<file path="src/include/uart_params.svh">
`ifndef UART_PARAMS_SVH
`define UART_PARAMS_SVH

// Clock cycles in one serial bit.
`define UART_CLOCKS_PER_BIT 16

// Receiver samples per serial bit.
`define UART_OVERSAMPLE 8

// Payload bits in one frame.
`define UART_DATA_BITS 8

// Entries in each of the two FIFOs.
`define UART_FIFO_DEPTH 16

`endif

</file>
<file path="src/rtl/uart_pkg.sv">
`default_nettype none

package uart_pkg;

	// Receiver FSM states.
	typedef enum logic [1:0] {
		rx_idle  = 2'd0,
		rx_start = 2'd1,
		rx_data  = 2'd2,
		rx_stop  = 2'd3
	} rx_state_t;

	// Register map of the bus front end.
	typedef enum logic [1:0] {
		reg_rx_data = 2'd0,
		reg_status  = 2'd1,
		reg_tx_data = 2'd2,
		reg_unused  = 2'd3
	} reg_address_t;

endpackage

`default_nettype wire

</file>
<file path="src/rtl/uart_fifo.sv">
`timescale 1ns/100ps
`default_nettype none

module uart_fifo #(
	parameter int WIDTH = 8,
	parameter int DEPTH = 16
) (
	input  wire logic             i_clock,
	input  wire logic             i_reset,
	input  wire logic             i_write,
	input  wire logic [WIDTH-1:0] i_wdata,
	input  wire logic             i_read,
	output logic      [WIDTH-1:0] o_rdata,
	output logic                  o_empty,
	output logic                  o_full
);
	localparam int ADDR_WIDTH = (DEPTH > 1) ? $clog2(DEPTH) : 1;
	localparam int COUNT_WIDTH = $clog2(DEPTH + 1);

	logic [WIDTH-1:0] memory [DEPTH];
	logic [ADDR_WIDTH-1:0] read_pointer;
	logic [ADDR_WIDTH-1:0] write_pointer;
	logic [COUNT_WIDTH-1:0] count;
	logic do_write;
	logic do_read;

	assign o_empty = (count == '0);
	assign o_full = (count == COUNT_WIDTH'(DEPTH));

	// Writes when full and reads when empty are dropped.
	assign do_write = i_write && !o_full;
	assign do_read = i_read && !o_empty;

	always_ff @(posedge i_clock) begin
		if (do_write) begin
			memory[write_pointer] <= i_wdata;
		end
		if (do_read) begin
			o_rdata <= memory[read_pointer];
		end
	end

	// Pointers wrap explicitly so any depth works.
	always_ff @(posedge i_clock) begin
		if (i_reset) begin
			read_pointer <= '0;
			write_pointer <= '0;
			count <= '0;
		end else begin
			if (do_write) begin
				write_pointer <= (write_pointer == ADDR_WIDTH'(DEPTH - 1)) ?
					'0 : write_pointer + 1'b1;
			end
			if (do_read) begin
				read_pointer <= (read_pointer == ADDR_WIDTH'(DEPTH - 1)) ?
					'0 : read_pointer + 1'b1;
			end
			if (do_write && !do_read) begin
				count <= count + 1'b1;
			end else if (do_read && !do_write) begin
				count <= count - 1'b1;
			end
		end
	end

endmodule

`default_nettype wire

</file>
<file path="src/rtl/uart_receiver.sv">
`timescale 1ns/100ps
`default_nettype none

`include "uart_params.svh"

module uart_receiver (
	input  wire logic                        i_clock,
	input  wire logic                        i_reset,
	input  wire logic                        i_uart_rx,
	output logic                             o_valid,
	output logic [`UART_DATA_BITS-1:0]       o_data,
	output logic                             o_interrupt
);
	import uart_pkg::*;

	localparam int TICK_DIV = `UART_CLOCKS_PER_BIT / `UART_OVERSAMPLE;
	localparam int TICK_WIDTH = (TICK_DIV > 1) ? $clog2(TICK_DIV) : 1;
	localparam int SAMPLE_WIDTH = $clog2(`UART_OVERSAMPLE);
	localparam int BIT_WIDTH = $clog2(`UART_DATA_BITS);

	logic [1:0] rx_sync;
	logic [TICK_WIDTH-1:0] tick_count;
	logic sample_tick;
	logic [SAMPLE_WIDTH-1:0] sample_count;
	logic [BIT_WIDTH-1:0] bit_index;
	rx_state_t state;

	// Free running divider for the oversample tick.
	assign sample_tick = (tick_count == TICK_WIDTH'(TICK_DIV - 1));

	always_ff @(posedge i_clock) begin
		if (i_reset) begin
			rx_sync <= 2'b11;
			tick_count <= '0;
		end else begin
			rx_sync <= {rx_sync[0], i_uart_rx};
			tick_count <= sample_tick ? '0 : tick_count + 1'b1;
		end
	end

	always_ff @(posedge i_clock) begin
		if (i_reset) begin
			state <= rx_idle;
			sample_count <= '0;
			bit_index <= '0;
			o_valid <= 1'b0;
			o_interrupt <= 1'b0;
		end else begin
			o_valid <= 1'b0;
			o_interrupt <= 1'b0;
			if (sample_tick) begin
				if (state == rx_idle) begin
					// Line went low, wait half a bit.
					if (!rx_sync[1]) begin
						state <= rx_start;
						sample_count <= SAMPLE_WIDTH'(`UART_OVERSAMPLE / 2 - 1);
					end
				end else if (sample_count != '0) begin
					sample_count <= sample_count - 1'b1;
				end else begin
					sample_count <= SAMPLE_WIDTH'(`UART_OVERSAMPLE - 1);
					case (state)
						rx_start: begin
							// High again here means a glitch.
							state <= rx_sync[1] ? rx_idle : rx_data;
							bit_index <= '0;
						end
						rx_data: begin
							o_data <= {rx_sync[1], o_data[`UART_DATA_BITS-1:1]};
							if (bit_index == BIT_WIDTH'(`UART_DATA_BITS - 1)) begin
								state <= rx_stop;
							end else begin
								bit_index <= bit_index + 1'b1;
							end
						end
						default: begin
							// Frame is kept only with a high stop bit.
							o_valid <= rx_sync[1];
							o_interrupt <= rx_sync[1];
							state <= rx_idle;
						end
					endcase
				end
			end
		end
	end

endmodule

`default_nettype wire

</file>
<file path="src/rtl/uart_transmitter.sv">
`timescale 1ns/100ps
`default_nettype none

`include "uart_params.svh"

module uart_transmitter (
	input  wire logic                       i_clock,
	input  wire logic                       i_reset,
	input  wire logic                       i_fifo_empty,
	input  wire logic [`UART_DATA_BITS-1:0] i_fifo_data,
	output logic                            o_fifo_read,
	output logic                            o_uart_tx
);
	localparam int FRAME_BITS = `UART_DATA_BITS + 2;
	localparam int PERIOD_WIDTH = $clog2(`UART_CLOCKS_PER_BIT);
	localparam int BIT_WIDTH = $clog2(FRAME_BITS);

	logic [FRAME_BITS-1:0] shift;
	logic [PERIOD_WIDTH-1:0] period_count;
	logic [BIT_WIDTH-1:0] bit_count;
	logic busy;
	logic load_pending;

	// Line is the low end of the shift register.
	assign o_uart_tx = shift[0];

	always_ff @(posedge i_clock) begin
		if (i_reset) begin
			shift <= '1;
			period_count <= '0;
			bit_count <= '0;
			busy <= 1'b0;
			load_pending <= 1'b0;
			o_fifo_read <= 1'b0;
		end else begin
			o_fifo_read <= 1'b0;
			if (o_fifo_read) begin
				// Start bit goes out while the FIFO fetches the byte.
				shift <= {{(FRAME_BITS - 1){1'b1}}, 1'b0};
				period_count <= PERIOD_WIDTH'(`UART_CLOCKS_PER_BIT - 1);
				bit_count <= '0;
				busy <= 1'b1;
				load_pending <= 1'b1;
			end else if (busy) begin
				if (load_pending) begin
					shift[FRAME_BITS-1:1] <= {1'b1, i_fifo_data};
					load_pending <= 1'b0;
				end
				if (period_count == '0) begin
					shift <= {1'b1, shift[FRAME_BITS-1:1]};
					period_count <= PERIOD_WIDTH'(`UART_CLOCKS_PER_BIT - 1);
					if (bit_count == BIT_WIDTH'(FRAME_BITS - 1)) begin
						busy <= 1'b0;
					end else begin
						bit_count <= bit_count + 1'b1;
					end
				end else begin
					period_count <= period_count - 1'b1;
				end
			end else if (!i_fifo_empty) begin
				o_fifo_read <= 1'b1;
			end
		end
	end

endmodule

`default_nettype wire

</file>
<file path="src/rtl/uart_registers.sv">
`timescale 1ns/100ps
`default_nettype none

`include "uart_params.svh"

module uart_registers (
	input  wire logic                       i_clock,
	input  wire logic                       i_reset,
	input  wire logic                       i_request,
	input  wire logic                       i_write,
	input  wire uart_pkg::reg_address_t     i_address,
	input  wire logic [`UART_DATA_BITS-1:0] i_wdata,
	input  wire logic                       i_rx_empty,
	input  wire logic                       i_rx_full,
	input  wire logic                       i_rx_write,
	input  wire logic [`UART_DATA_BITS-1:0] i_rx_data,
	input  wire logic                       i_tx_full,
	output logic      [31:0]                o_rdata,
	output logic                            o_ready,
	output logic                            o_rx_read,
	output logic                            o_tx_write,
	output logic      [`UART_DATA_BITS-1:0] o_tx_data
);
	import uart_pkg::*;

	typedef enum logic [1:0] {
		seq_idle,
		seq_pulse,
		seq_latch,
		seq_done
	} seq_state_t;

	seq_state_t seq;
	logic overflow;

	assign o_ready = (seq == seq_done) && i_request;

	always_ff @(posedge i_clock) begin
		if (i_reset) begin
			seq <= seq_idle;
			overflow <= 1'b0;
			o_rdata <= '0;
			o_rx_read <= 1'b0;
			o_tx_write <= 1'b0;
		end else begin
			o_rx_read <= 1'b0;
			o_tx_write <= 1'b0;
			if (!i_request) begin
				seq <= seq_idle;
			end else begin
				case (seq)
					seq_idle: begin
						if (i_write) begin
							// A full TX FIFO loses the byte but still acks.
							o_tx_write <= (i_address == reg_tx_data) && !i_tx_full;
							o_tx_data <= i_wdata;
							seq <= seq_done;
						end else if (i_address == reg_status) begin
							o_rdata <= {29'b0, overflow, i_tx_full, i_rx_empty};
							overflow <= 1'b0;
							seq <= seq_done;
						end else if (i_address == reg_rx_data) begin
							// Stalls here until a byte arrives.
							if (!i_rx_empty) begin
								o_rx_read <= 1'b1;
								seq <= seq_pulse;
							end
						end else begin
							o_rdata <= '0;
							seq <= seq_done;
						end
					end
					seq_pulse: seq <= seq_latch;
					seq_latch: begin
						o_rdata <= {{(32 - `UART_DATA_BITS){1'b0}}, i_rx_data};
						seq <= seq_done;
					end
					default: seq <= seq_done;
				endcase
			end
			// Sticky overflow, set after any clear in the same cycle.
			if (i_rx_write && i_rx_full) begin
				overflow <= 1'b1;
			end
		end
	end

endmodule

`default_nettype wire

</file>
<file path="src/rtl/uart.sv">
`timescale 1ns/100ps
`default_nettype none

`include "uart_params.svh"

module uart (
	input  wire logic                       i_clock,
	input  wire logic                       i_reset,
	input  wire logic                       i_request,
	input  wire logic                       i_write,
	input  wire uart_pkg::reg_address_t     i_address,
	input  wire logic [`UART_DATA_BITS-1:0] i_wdata,
	input  wire logic                       i_uart_rx,
	output logic      [31:0]                o_rdata,
	output logic                            o_ready,
	output logic                            o_interrupt,
	output logic                            o_uart_tx
);
	logic rx_write;
	logic [`UART_DATA_BITS-1:0] rx_byte;
	logic rx_read;
	logic [`UART_DATA_BITS-1:0] rx_fifo_data;
	logic rx_empty;
	logic rx_full;
	logic tx_write;
	logic [`UART_DATA_BITS-1:0] tx_byte;
	logic tx_read;
	logic [`UART_DATA_BITS-1:0] tx_fifo_data;
	logic tx_empty;
	logic tx_full;

	uart_receiver u_receiver (
		.i_clock     (i_clock),
		.i_reset     (i_reset),
		.i_uart_rx   (i_uart_rx),
		.o_valid     (rx_write),
		.o_data      (rx_byte),
		.o_interrupt (o_interrupt)
	);

	uart_fifo #(
		.WIDTH (`UART_DATA_BITS),
		.DEPTH (`UART_FIFO_DEPTH)
	) u_rx_fifo (
		.i_clock (i_clock),
		.i_reset (i_reset),
		.i_write (rx_write),
		.i_wdata (rx_byte),
		.i_read  (rx_read),
		.o_rdata (rx_fifo_data),
		.o_empty (rx_empty),
		.o_full  (rx_full)
	);

	uart_registers u_registers (
		.i_clock    (i_clock),
		.i_reset    (i_reset),
		.i_request  (i_request),
		.i_write    (i_write),
		.i_address  (i_address),
		.i_wdata    (i_wdata),
		.i_rx_empty (rx_empty),
		.i_rx_full  (rx_full),
		.i_rx_write (rx_write),
		.i_rx_data  (rx_fifo_data),
		.i_tx_full  (tx_full),
		.o_rdata    (o_rdata),
		.o_ready    (o_ready),
		.o_rx_read  (rx_read),
		.o_tx_write (tx_write),
		.o_tx_data  (tx_byte)
	);

	uart_fifo #(
		.WIDTH (`UART_DATA_BITS),
		.DEPTH (`UART_FIFO_DEPTH)
	) u_tx_fifo (
		.i_clock (i_clock),
		.i_reset (i_reset),
		.i_write (tx_write),
		.i_wdata (tx_byte),
		.i_read  (tx_read),
		.o_rdata (tx_fifo_data),
		.o_empty (tx_empty),
		.o_full  (tx_full)
	);

	uart_transmitter u_transmitter (
		.i_clock      (i_clock),
		.i_reset      (i_reset),
		.i_fifo_empty (tx_empty),
		.i_fifo_data  (tx_fifo_data),
		.o_fifo_read  (tx_read),
		.o_uart_tx    (o_uart_tx)
	);

endmodule

`default_nettype wire

</file>
<file path="config.mk">
export PLATFORM = sky130hd
export DESIGN_NAME = uart
export DESIGN_NICKNAME = d
export VERILOG_FILES = /design/src/rtl/uart_pkg.sv /design/src/rtl/uart_fifo.sv /design/src/rtl/uart_receiver.sv /design/src/rtl/uart_transmitter.sv /design/src/rtl/uart_registers.sv /design/src/rtl/uart.sv
export VERILOG_INCLUDE_DIRS = /design/src /design/src/include
export SDC_FILE = /design/constraint.sdc
export NUM_CORES = 1
export LEC_CHECK = 0
export BUFFER_PORTS_ARGS = -buffer_cell sky130_fd_sc_hd__buf_2
export CAP_MARGIN = 40
export CORE_UTILIZATION = 38
export CTS_CLUSTER_SIZE = 10
export DETAILED_ROUTE_END_ITERATION = 6
export PLACE_DENSITY = 0.55
export RECOVER_POWER = 25
export SLEW_MARGIN = 15
export SYNTH_ARGS = -nofsm -noshare
export SYNTH_HDL_FRONTEND = slang
export SYNTH_SLANG_ARGS = --single-unit
export TNS_END_PERCENT = 50
</file>
<file path="constraint.sdc">
create_clock -name i_clock -period 7.8 [get_ports i_clock]
set_input_delay 0.39 -clock i_clock [delete_from_list [all_inputs] [get_ports i_clock]]
set_output_delay 0.39 -clock i_clock [all_outputs]
set_load 0.01 [all_outputs]
</file>
== Word-level counts from Yosys, hierarchy flattened ==
Memory sizes are Yosys's and may differ from the RTL's. A register that Yosys moved wholly into a read port is not among the register bits.
Cells that the tools add are included.
W data, S select, Z words.

* Memories: 2
* Output and inout port bits: 35
* Logic and storage cells: 178
* Input bits: 15
* Bits in writable memories: 256
* Register bits: 112

* Add/subtract/negate cells: 13
* Mux-type cells: 52
* Reductions and logical operators: 53
* Bitwise logic cells: 9
* Eq/ne operators: 23

{| class="wikitable"
|+ Memories
! memory !! words !! width !! rd ports !! clocked after Yosys merged registers in !! write ports !! line !! source
|-
| u_rx_fifo.memory || 16 || 8 || 1 || 1 || 1 || uart_fifo.sv:20 || <nowiki>logic [WIDTH-1:0] memory [DEPTH];</nowiki>
|-
| u_tx_fifo.memory || 16 || 8 || 1 || 1 || 1 || uart_fifo.sv:20 ||
|}

{| class="wikitable"
|+ Operators with widths
! cell !! count
|-
| $mux W32 || 3
|-
| $pmux W32 S2 || 1
|-
| $mux W4 || 7
|-
| $add A4 B1 Y4 const B || 5
|-
| $eq A4 B4 Y1 const B || 5
|-
| $mux W5 || 4
|-
| $reduce_bool A2 Y1 || 10
|-
| $mux W1 || 19
|-
| $mux W2 || 9
|-
| $reduce_and A4 Y1 || 4
|-
| $mux W3 || 4
|-
| $reduce_or A6 Y1 || 2
|-
| $logic_and A1 B1 Y1 || 11
|-
| $add A5 B1 Y5 const B || 2
|-
| $eq A5 B5 Y1 const B || 2
|-
| $logic_not A5 Y1 || 2
|-
| $mux W10 || 1
|-
| $reduce_and A5 Y1 || 2
|-
| $sub A5 B1 Y5 const B || 2
|-
| $mux W9 || 1
|-
| $not A1 Y1 || 9
|-
| $eq A2 B2 Y1 const B || 4
|-
| $logic_not A1 Y1 || 8
|-
| $pmux W2 S2 || 2
|-
| 20 further kinds || 31
|}

== Longest topological paths before layout ==
Gate-level depths: netlist of run 1.

* Depth after elaboration: 7
* Gate-level depth with buffers: 10
* Gate-level depth less buffers: 10

== By module ==
Synthesis of run 1 repeated with hierarchy kept, for this count alone.

* Cell total of the unflattened synthesis: 941
* Area total of the unflattened synthesis: 14809.2 um^2

{| class="wikitable"
|+ Modules (own cells, without submodules)
! module !! cells an instance !! sequential area each (um^2) !! instances !! area an instance (um^2)
|-
| uart_fifo || 319 || 4344.2 || 2 || 5921.9
|-
| uart_registers || 105 || 500.5 || 1 || 1064.8
|-
| uart_transmitter || 124 || 400.4 || 1 || 1029.7
|-
| uart_receiver || 74 || 480.5 || 1 || 870.8
|}

== Worst setup path after synthesis of run 1 ==
No wires, ideal clock.

* Path kind: register -> register
* From: register u_rx_fifo.count[0]
* To: register u_rx_fifo.count[4]
* Data arrival time: 2.451 ns
* Library setup time: 0.121 ns
* Data required time: 7.679 ns
* Period minus slack after synthesis: 2.571 ns
* Stages on the path, launching flop included: 10
* Slack: 5.229 ns
* Buffers on the path: 0
* Cells stage by stage: dfxtp_1 > or4_4 > o21ai_4 > ha_1 > inv_1 > fa_1 > nand3_1 > a211oi_1 > a31oi_1 > mux2_2

* Longest elaborated chain between the ends: 6
* Elaborated cells between the ends (all ways): 15
* Those cells by class: add/sub: 2; eq/ne: 1; mux: 2; reduce/logical: 10

{| class="wikitable"
|+ Ends and longest elaborated chain
! element !! line !! source
|-
| from (decl) || uart_fifo.sv:23 || <nowiki>logic [COUNT_WIDTH-1:0] count;</nowiki>
|-
| from (signal assigned) || uart_fifo.sv:59 || <nowiki>count <= count + 1'b1;</nowiki>
|-
| from (signal assigned) || uart_fifo.sv:61 || <nowiki>count <= count - 1'b1;</nowiki>
|-
| parallel branches: the longest is 6 deep, another holds $sub A5 B1 Y5 || n/a ||
|}

Several ways; the timed one is not identified. The select of a mux whose other input is x is not followed.
A chain may end at the register's enable or synchronous reset.

== Worst setup path after layout of run 1 ==
* From: input port i_reset
* To: register u_registers.o_tx_write

* Longest elaborated chain between the ends: 1

{| class="wikitable"
|+ Ends and longest elaborated chain
! element !! line !! source
|-
| from (decl) || uart.sv:8 || <nowiki>input wire logic i_reset,</nowiki>
|-
| $reduce_or A4 Y1 (no line) || n/a ||
|-
| to (signal assigned) || uart_registers.sv:55 || <nowiki>o_tx_write <= (i_address == reg_tx_data) && !i_tx_full;</nowiki>
|-
| to (decl) || uart_registers.sv:21 || <nowiki>output logic o_tx_write,</nowiki>
|}

No other way between the ends.

==> run summary, run 1 <==
Reg2Reg Depth: 9
fraction of layout cells with a size suffix above 1: 0.1951
measured slew at the worst slew-check pin: 2.866 ns
clock-pin slew on the worst setup and hold paths: 0.06 ns
pwr dens: 244.0 nW/um^2
CTS tree: yes
busiest grt layer: met2
HP Class: in -> reg
GRT met3 Usage: 0.02885
Reg-to-Reg End: u_rx_fifo.count[3]
Cells after Synth: 893
Yosys top cell by area: edfxtp_1
DRT Wirelength: 28.84 mm
Avg Cell Area, Syn: 16.20 sq um
vias in the first global route: 7895
Worst R2R Start: u_rx_fifo.count[0]
Area after DPL: 15180 sq um
CTS Hold Buffers Added: 0
Fin. Hold Viols: 0
dpl hpwl: 18.25 mm
total gr overflow: 0
Max clock buf depth: 3
nets: 998
Placement Rows: 71
CP Data Arrival Time: 3.38 ns
EDFF count, synth: 288
Initial Utilization: 0.3850
Sum Neg Setup Slack: 0 ns
CP Max Fanout: 64
RSZ-0062 raised after global routing: false
Tmin final: 2.957 ns
maxcap violations: 1
Critical Path Start Type: primary input
failing checks: capacitance limit, slew limit
Clock Skew: 0.009154 ns
Syn Std Cell Area: 14470 sq um
Sink Count: 359
WL/cell: 19.36 microns
Critical Path Start: i_reset
Rel. slew slack: -0.9109
register area share after synthesis: 0.6961
first-pass GRT wire length: 45.66 mm
GRT Util Overall: 0.1556
met2 global-route usage: 0.2573
DR pass1 iterations: 4
CP endpoint: u_registers.o_tx_write
Setup CP Type: in -> reg
cts repair resizes: 0
DIE HEIGHT: 197.1 microns
CTS Buf Count: 43
Yosys reg bits: 359
Leak Pwr: 5.486 nW
fin area: 16480 sq um
via/cell ratio: 5.036
Top FF cell, synth: edfxtp_1
final setup fails: 0
initial antenna violation count: 0
Syn-to-layout area delta: 13.92%
Max Slew Vio Count: 65
critical path capture point type: flop
top cell type's share of synthesized area: 0.5978
routability congestion estimate: 0.7660
postcts setup bufs: 0
number of nets with antenna violations after routing: 0
DRC: 0
I/O Pins: 50
asr flop ratio synth: 0
n_diodes: 0
H-tree depth: 2
Synth Warn #: 0
Final Util: 0.4386
die width: 197.1 microns
later-pin clock latency in the skew report: 0.53 ns
quantity of I/O buffers inserted on ports: 25
core area: 37580 sq um
die area: 38850 sq um
reg2reg setup slack: 5.05 ns
synth unique cells: 62
grt met1 use: 0.2108
CTS root buffer: clkbuf_16
CP required: 8.22 ns
run status: finished, violations left
period utilization: 0.3790
worst min-delay path startpoint: i_wdata[5]
Fmax: 0.3382 GHz
main area contributors after synthesis: edfxtp_1 60%, mux4_2 10%, dfxtp_1 9.8%
VDD IR max: 0.1756 mV
largest net degree at the start of global routing: 65
initial DRC count: 403
DR vias: 7503
[Yosys cell counts (all sizes together) (2+ instances only)]
cell type,count
a211oi,6
a21o,4
a21oi,26
a221oi,4
a22oi,34
a311oi,3
a31oi,4
a41oi,4
and2,4
and3,2
buf,44
clkbuf,21
dfxtp,71
edfxtp,288
fa,2
ha,28
inv,20
mux2,3
mux2i,17
mux4,64
nand2,48
nand2b,10
nand3,11
nand3b,2
nand4,2
nor2,77
nor2b,10
nor3,15
nor3b,4
nor4,5
nor4bb,2
o211ai,10
o21a,3
o21ai,11
or2,3
or3,3
or4,2
xnor2,3
xor2,10
[state kept, by name, indices dropped and copies added (netlist names), 5 cells and up]
register	count
u_tx_fifo.memory	128
u_registers.o_rdata	8
u_rx_fifo.count	5
u_transmitter.shift	9
u_tx_fifo.o_rdata	8
u_registers.o_tx_data	8
u_receiver.o_data	8
u_tx_fifo.count	5
u_rx_fifo.o_rdata	8
u_rx_fifo.memory	128
[cell families after synthesis]
logic type      count (synthesis)  share of synthesized area
xor+xnor                       13                   0.007871
mux                            84                     0.1137
buf+inv                        85                    0.03001
other cells                     1                  0.0002592
simple gates                  206                    0.06885
fa+ha+maj                      30                    0.02699
compound gates                115                    0.05622
flops                         359                     0.6961
[worst min-delay path by stage]
stage | slack, ns | cells after the start | to
floorplan | 0.39 | 1 | u_receiver.rx_sync[1]
global placement | 0.40 | 1 | u_receiver.rx_sync[1]
detailed placement | 0.40 | 1 | u_receiver.rx_sync[1]
CTS | 0.007 | 1 | u_registers.o_tx_data[5]
global route | 0.007 | 1 | u_registers.o_tx_data[6]
finish | 0.03 | 1 | u_registers.o_tx_data[5]
[per-stage QoR]
stage	hold slack, ns	setup WS (ns)	cells	power (mW)
after floorplan	0.3895	5.229	916	2.218
after global placement	0.4043	5.100	1403	2.243
after detailed placement	0.3969	5.065	1416	2.245
after CTS	0.006584	5.057	1487	4.075
after global routing	0.006703	4.451	1490	4.166
final	0.03153	4.843	1490	4.022
[cell usage in the layout (no fill, tap or decap), types with 4 or more instances in the layout]
cell	instances
clkbuf_1	20
a31oi_1	4
nor4_1	5
inv_1	19
mux2i_1	17
a211oi_1	6
nand3_1	11
buf_2	25
conb_1	24
and2_1	4
nand2b_1	10
o21ai_0	8
xor2_1	10
a21o_1	4
clkbuf_16	44
dfxtp_1	69
buf_4	31
nor3_1	15
edfxtp_1	288
nor2_1	77
nor2b_1	10
ha_1	28
a221oi_1	4
mux4_2	64
nand2_1	48
a21oi_1	26
a22oi_1	34
o211ai_1	9
[power by group]
part	leakage [nW]	switching (mW)	internal [mW]
sequential	3.16	0.0196	2.06
clock	0.617	0.721	1.10
combinational	1.70	0.0696	0.0510
total	5.49	0.811	3.21
[area by class of cell]
type	count	area, sq um
repair buffers	57	361.6
clock inverters	5	63.81
inverters	20	75.07
well taps	511	639.4
multi-input cells	472	4055
fillers	3288	21100
flip-flops and latches	359	10070
clock buffers	66	1214
[metal layers]
metal,vias up,routed length (microns),share of wire
met5,-,0,0
met3,44,1310,0.045
met1,3808,13060,0.45
li1,3535,-,-
met2,116,13920,0.48
met4,0,550,0.019
[critical path, cell delays in order]
cell and delay [ns]:
buf_2 0.07, clkbuf_1 2.01, nand2b_1 0.37, nor4b_2 0.07, buf_4 0.19, and4bb_2 0.24
Power figures use the tool's default switching activity.
==> run 2, diff against run 1 <==
--- a/config.mk
+++ b/config.mk
@@ -11,7 +11,7 @@
 export CORE_UTILIZATION = 38
 export CTS_CLUSTER_SIZE = 10
 export DETAILED_ROUTE_END_ITERATION = 6
-export PLACE_DENSITY = 0.55
+export PLACE_DENSITY = 0.57
 export RECOVER_POWER = 25
 export SLEW_MARGIN = 15
 export SYNTH_ARGS = -nofsm -noshare
==> constraint.sdc (replaced) <==
create_clock -name i_clock -period 2.55 [get_ports i_clock]
set_input_delay 0.1275 -clock i_clock [delete_from_list [all_inputs] [get_ports i_clock]]
set_output_delay 0.1275 -clock i_clock [all_outputs]
set_load 0.01 [all_outputs]
==> run summary, run 2 (synthesis gave the netlist of run 1 again) <==
CP required: 2.98 ns
commonest non-fill, non-tap cells in the layout: 288 x edfxtp_1, 77 x nor2_1, 69 x dfxtp_1, 64 x mux4_2, 59 x buf_4
measured slew at the worst slew-check pin: 0.8508 ns
routability congestion estimate: 0.7597
multi-input logic area: 4180 sq um
Setup CP Type: reg -> reg
Post-Place Setup Slack: -0.06755 ns
CP Max Fanout: 5
fin area: 16960 sq um
biggest regs: u_rx_fifo.memory: 128 flops, u_tx_fifo.memory: 128 flops, u_transmitter.shift: 9 flops
Max clock buf depth: 3
hold_ws: 0.04558 ns
dpl hpwl: 18.18 mm
critical path capture point type: flop
VDD IR max: 0.4724 mV
H-tree depth: 2
Rel. slew slack: 0.4307
largest net degree at the start of global routing: 40
die area: 38850 sq um
CTS root buffer: clkbuf_16
Fin. Hold Viols: 0
later-pin clock latency in the skew report: 0.54 ns
Placement Rows: 71
die width: 197.1 microns
initial antenna violation count: 1
total gr overflow: 0
fraction of layout cells with a size suffix above 1: 0.2304
HP Class: in -> reg
fillcell total: 3277
CP Data Arrival Time: 2.89 ns
Initial Utilization: 0.3850
CTS tree: yes
DRC: 0
I/O Pins: 50
core area: 37580 sq um
period utilization: 0.9667
via/cell ratio: 5.056
WL/cell: 19.03 microns
Leak Pwr: 5.683 nW
CTS Buf Count: 42
most common cell after layout, fill and taps aside: edfxtp_1
n_diodes: 0
Register Area: 10070 sq um
DRT Wirelength: 29.14 mm
initial DRC count: 515
final setup fails: 0
DR pass1 iterations: 5
Syn-to-layout area delta: 17.26%
Final WS setup: 0.08491 ns
fin cells: 1531
DIE HEIGHT: 197.1 microns
Tmin final: 2.465 ns
DR vias: 7741
Clock Skew: 0.01693 ns
Placed Cells incl. Taps: 1448
quantity of I/O buffers inserted on ports: 25
clock-pin slew on the worst setup and hold paths: 0.06 ns
Critical Path Start Type: flop
Max Slew Vio Count: 0
Fmax: 0.4057 GHz
GRT Util Overall: 0.1544
number of nets with antenna violations after routing: 0
run status: completed
Sink Count: 359
nets: 1042
pwr dens: 714.5 nW/um^2
Area after DPL: 15470 sq um
vias in the first global route: 7873
first-pass GRT wire length: 45.51 mm
maxcap violations: 0
==> run 2: cell count changes in the layout (fill, tap and decap cells not counted), moves of 6 or more <==
cell,before,now
ha_1,28,22
buf_4,31,59
ha_4,0,6
dlygate4sd3_1,0,14
==> run 2: where the power goes <==
part / internal, mW / leakage (nW) / switching [mW]
sequential: 6.31 / 3.16 / 0.0558
combinational: 0.198 / 1.94 / 0.237
clock: 3.08 / 0.575 / 2.23
total: 9.60 / 5.68 / 2.53
==> run 2: per-layer routing <==
metal / share of wire / track usage / up-vias
met1: 0.44 / 0.2073 / 3930
met5: 0 / 0 / -
met4: 0.023 / 0.05053 / 0
li1: - / - / 3608
met3: 0.041 / 0.02288 / 51
met2: 0.50 / 0.2577 / 152
==> run 2: cell type report <==
type	count	share of cell area
clock buffers	62	0.06697
clock inverters	5	0.004130
inverters	20	0.004720
multi-input cells	472	0.2464
flip-flops and latches	359	0.5937
well taps	511	0.03769
repair buffers	102	0.04632
==> run 2: final timing paths <==
| path | from | to | slack (ns) | cells after the start |
|---|---|---|---|---|
| max | u_tx_fifo.count[3] | u_tx_fifo.count[3] | 0.08 | 10 |
| min | i_reset | u_registers.o_rx_read | 0.05 | 3 |
| max reg2reg | u_tx_fifo.count[3] | u_tx_fifo.count[3] | 0.08 | 10 |
| min reg2reg | u_receiver.rx_sync[0] | u_receiver.rx_sync[1] | 0.41 | 1 |
==> run 2: timing repair <==
action                                  in CTS  in global routing
endpoints found under the setup margin       4                  4
hold buffers                                14                  0
hold endpoints to repair                    14                  0
pin swaps                                    0                  9
buffers inserted                             0                  2
resized for setup                            5                 19
==> run 2: through the flow <==
stage	power [mW]	setup TNS (ns)	utilization
after detailed placement	6.893	-0.1235	0.4118
after floorplan	6.785	0	-
after CTS	12.26	0	0.4480
after global placement	6.886	-0.02175	0.4116
after global routing	12.57	-0.02992	0.4514
final	12.12	0	0.4514
==> run 2: critical path: stages, from the launching register on <==
cell and delay [ns]:
dfxtp_1 0.31, or3_4 0.42, nor3_4 0.21, or2b_4 0.17, ha_4 0.14, inv_4 0.06
ha_1 0.28, a21o_1 0.19, a21oi_2 0.14, nor4_1 0.06, or3_1 0.37
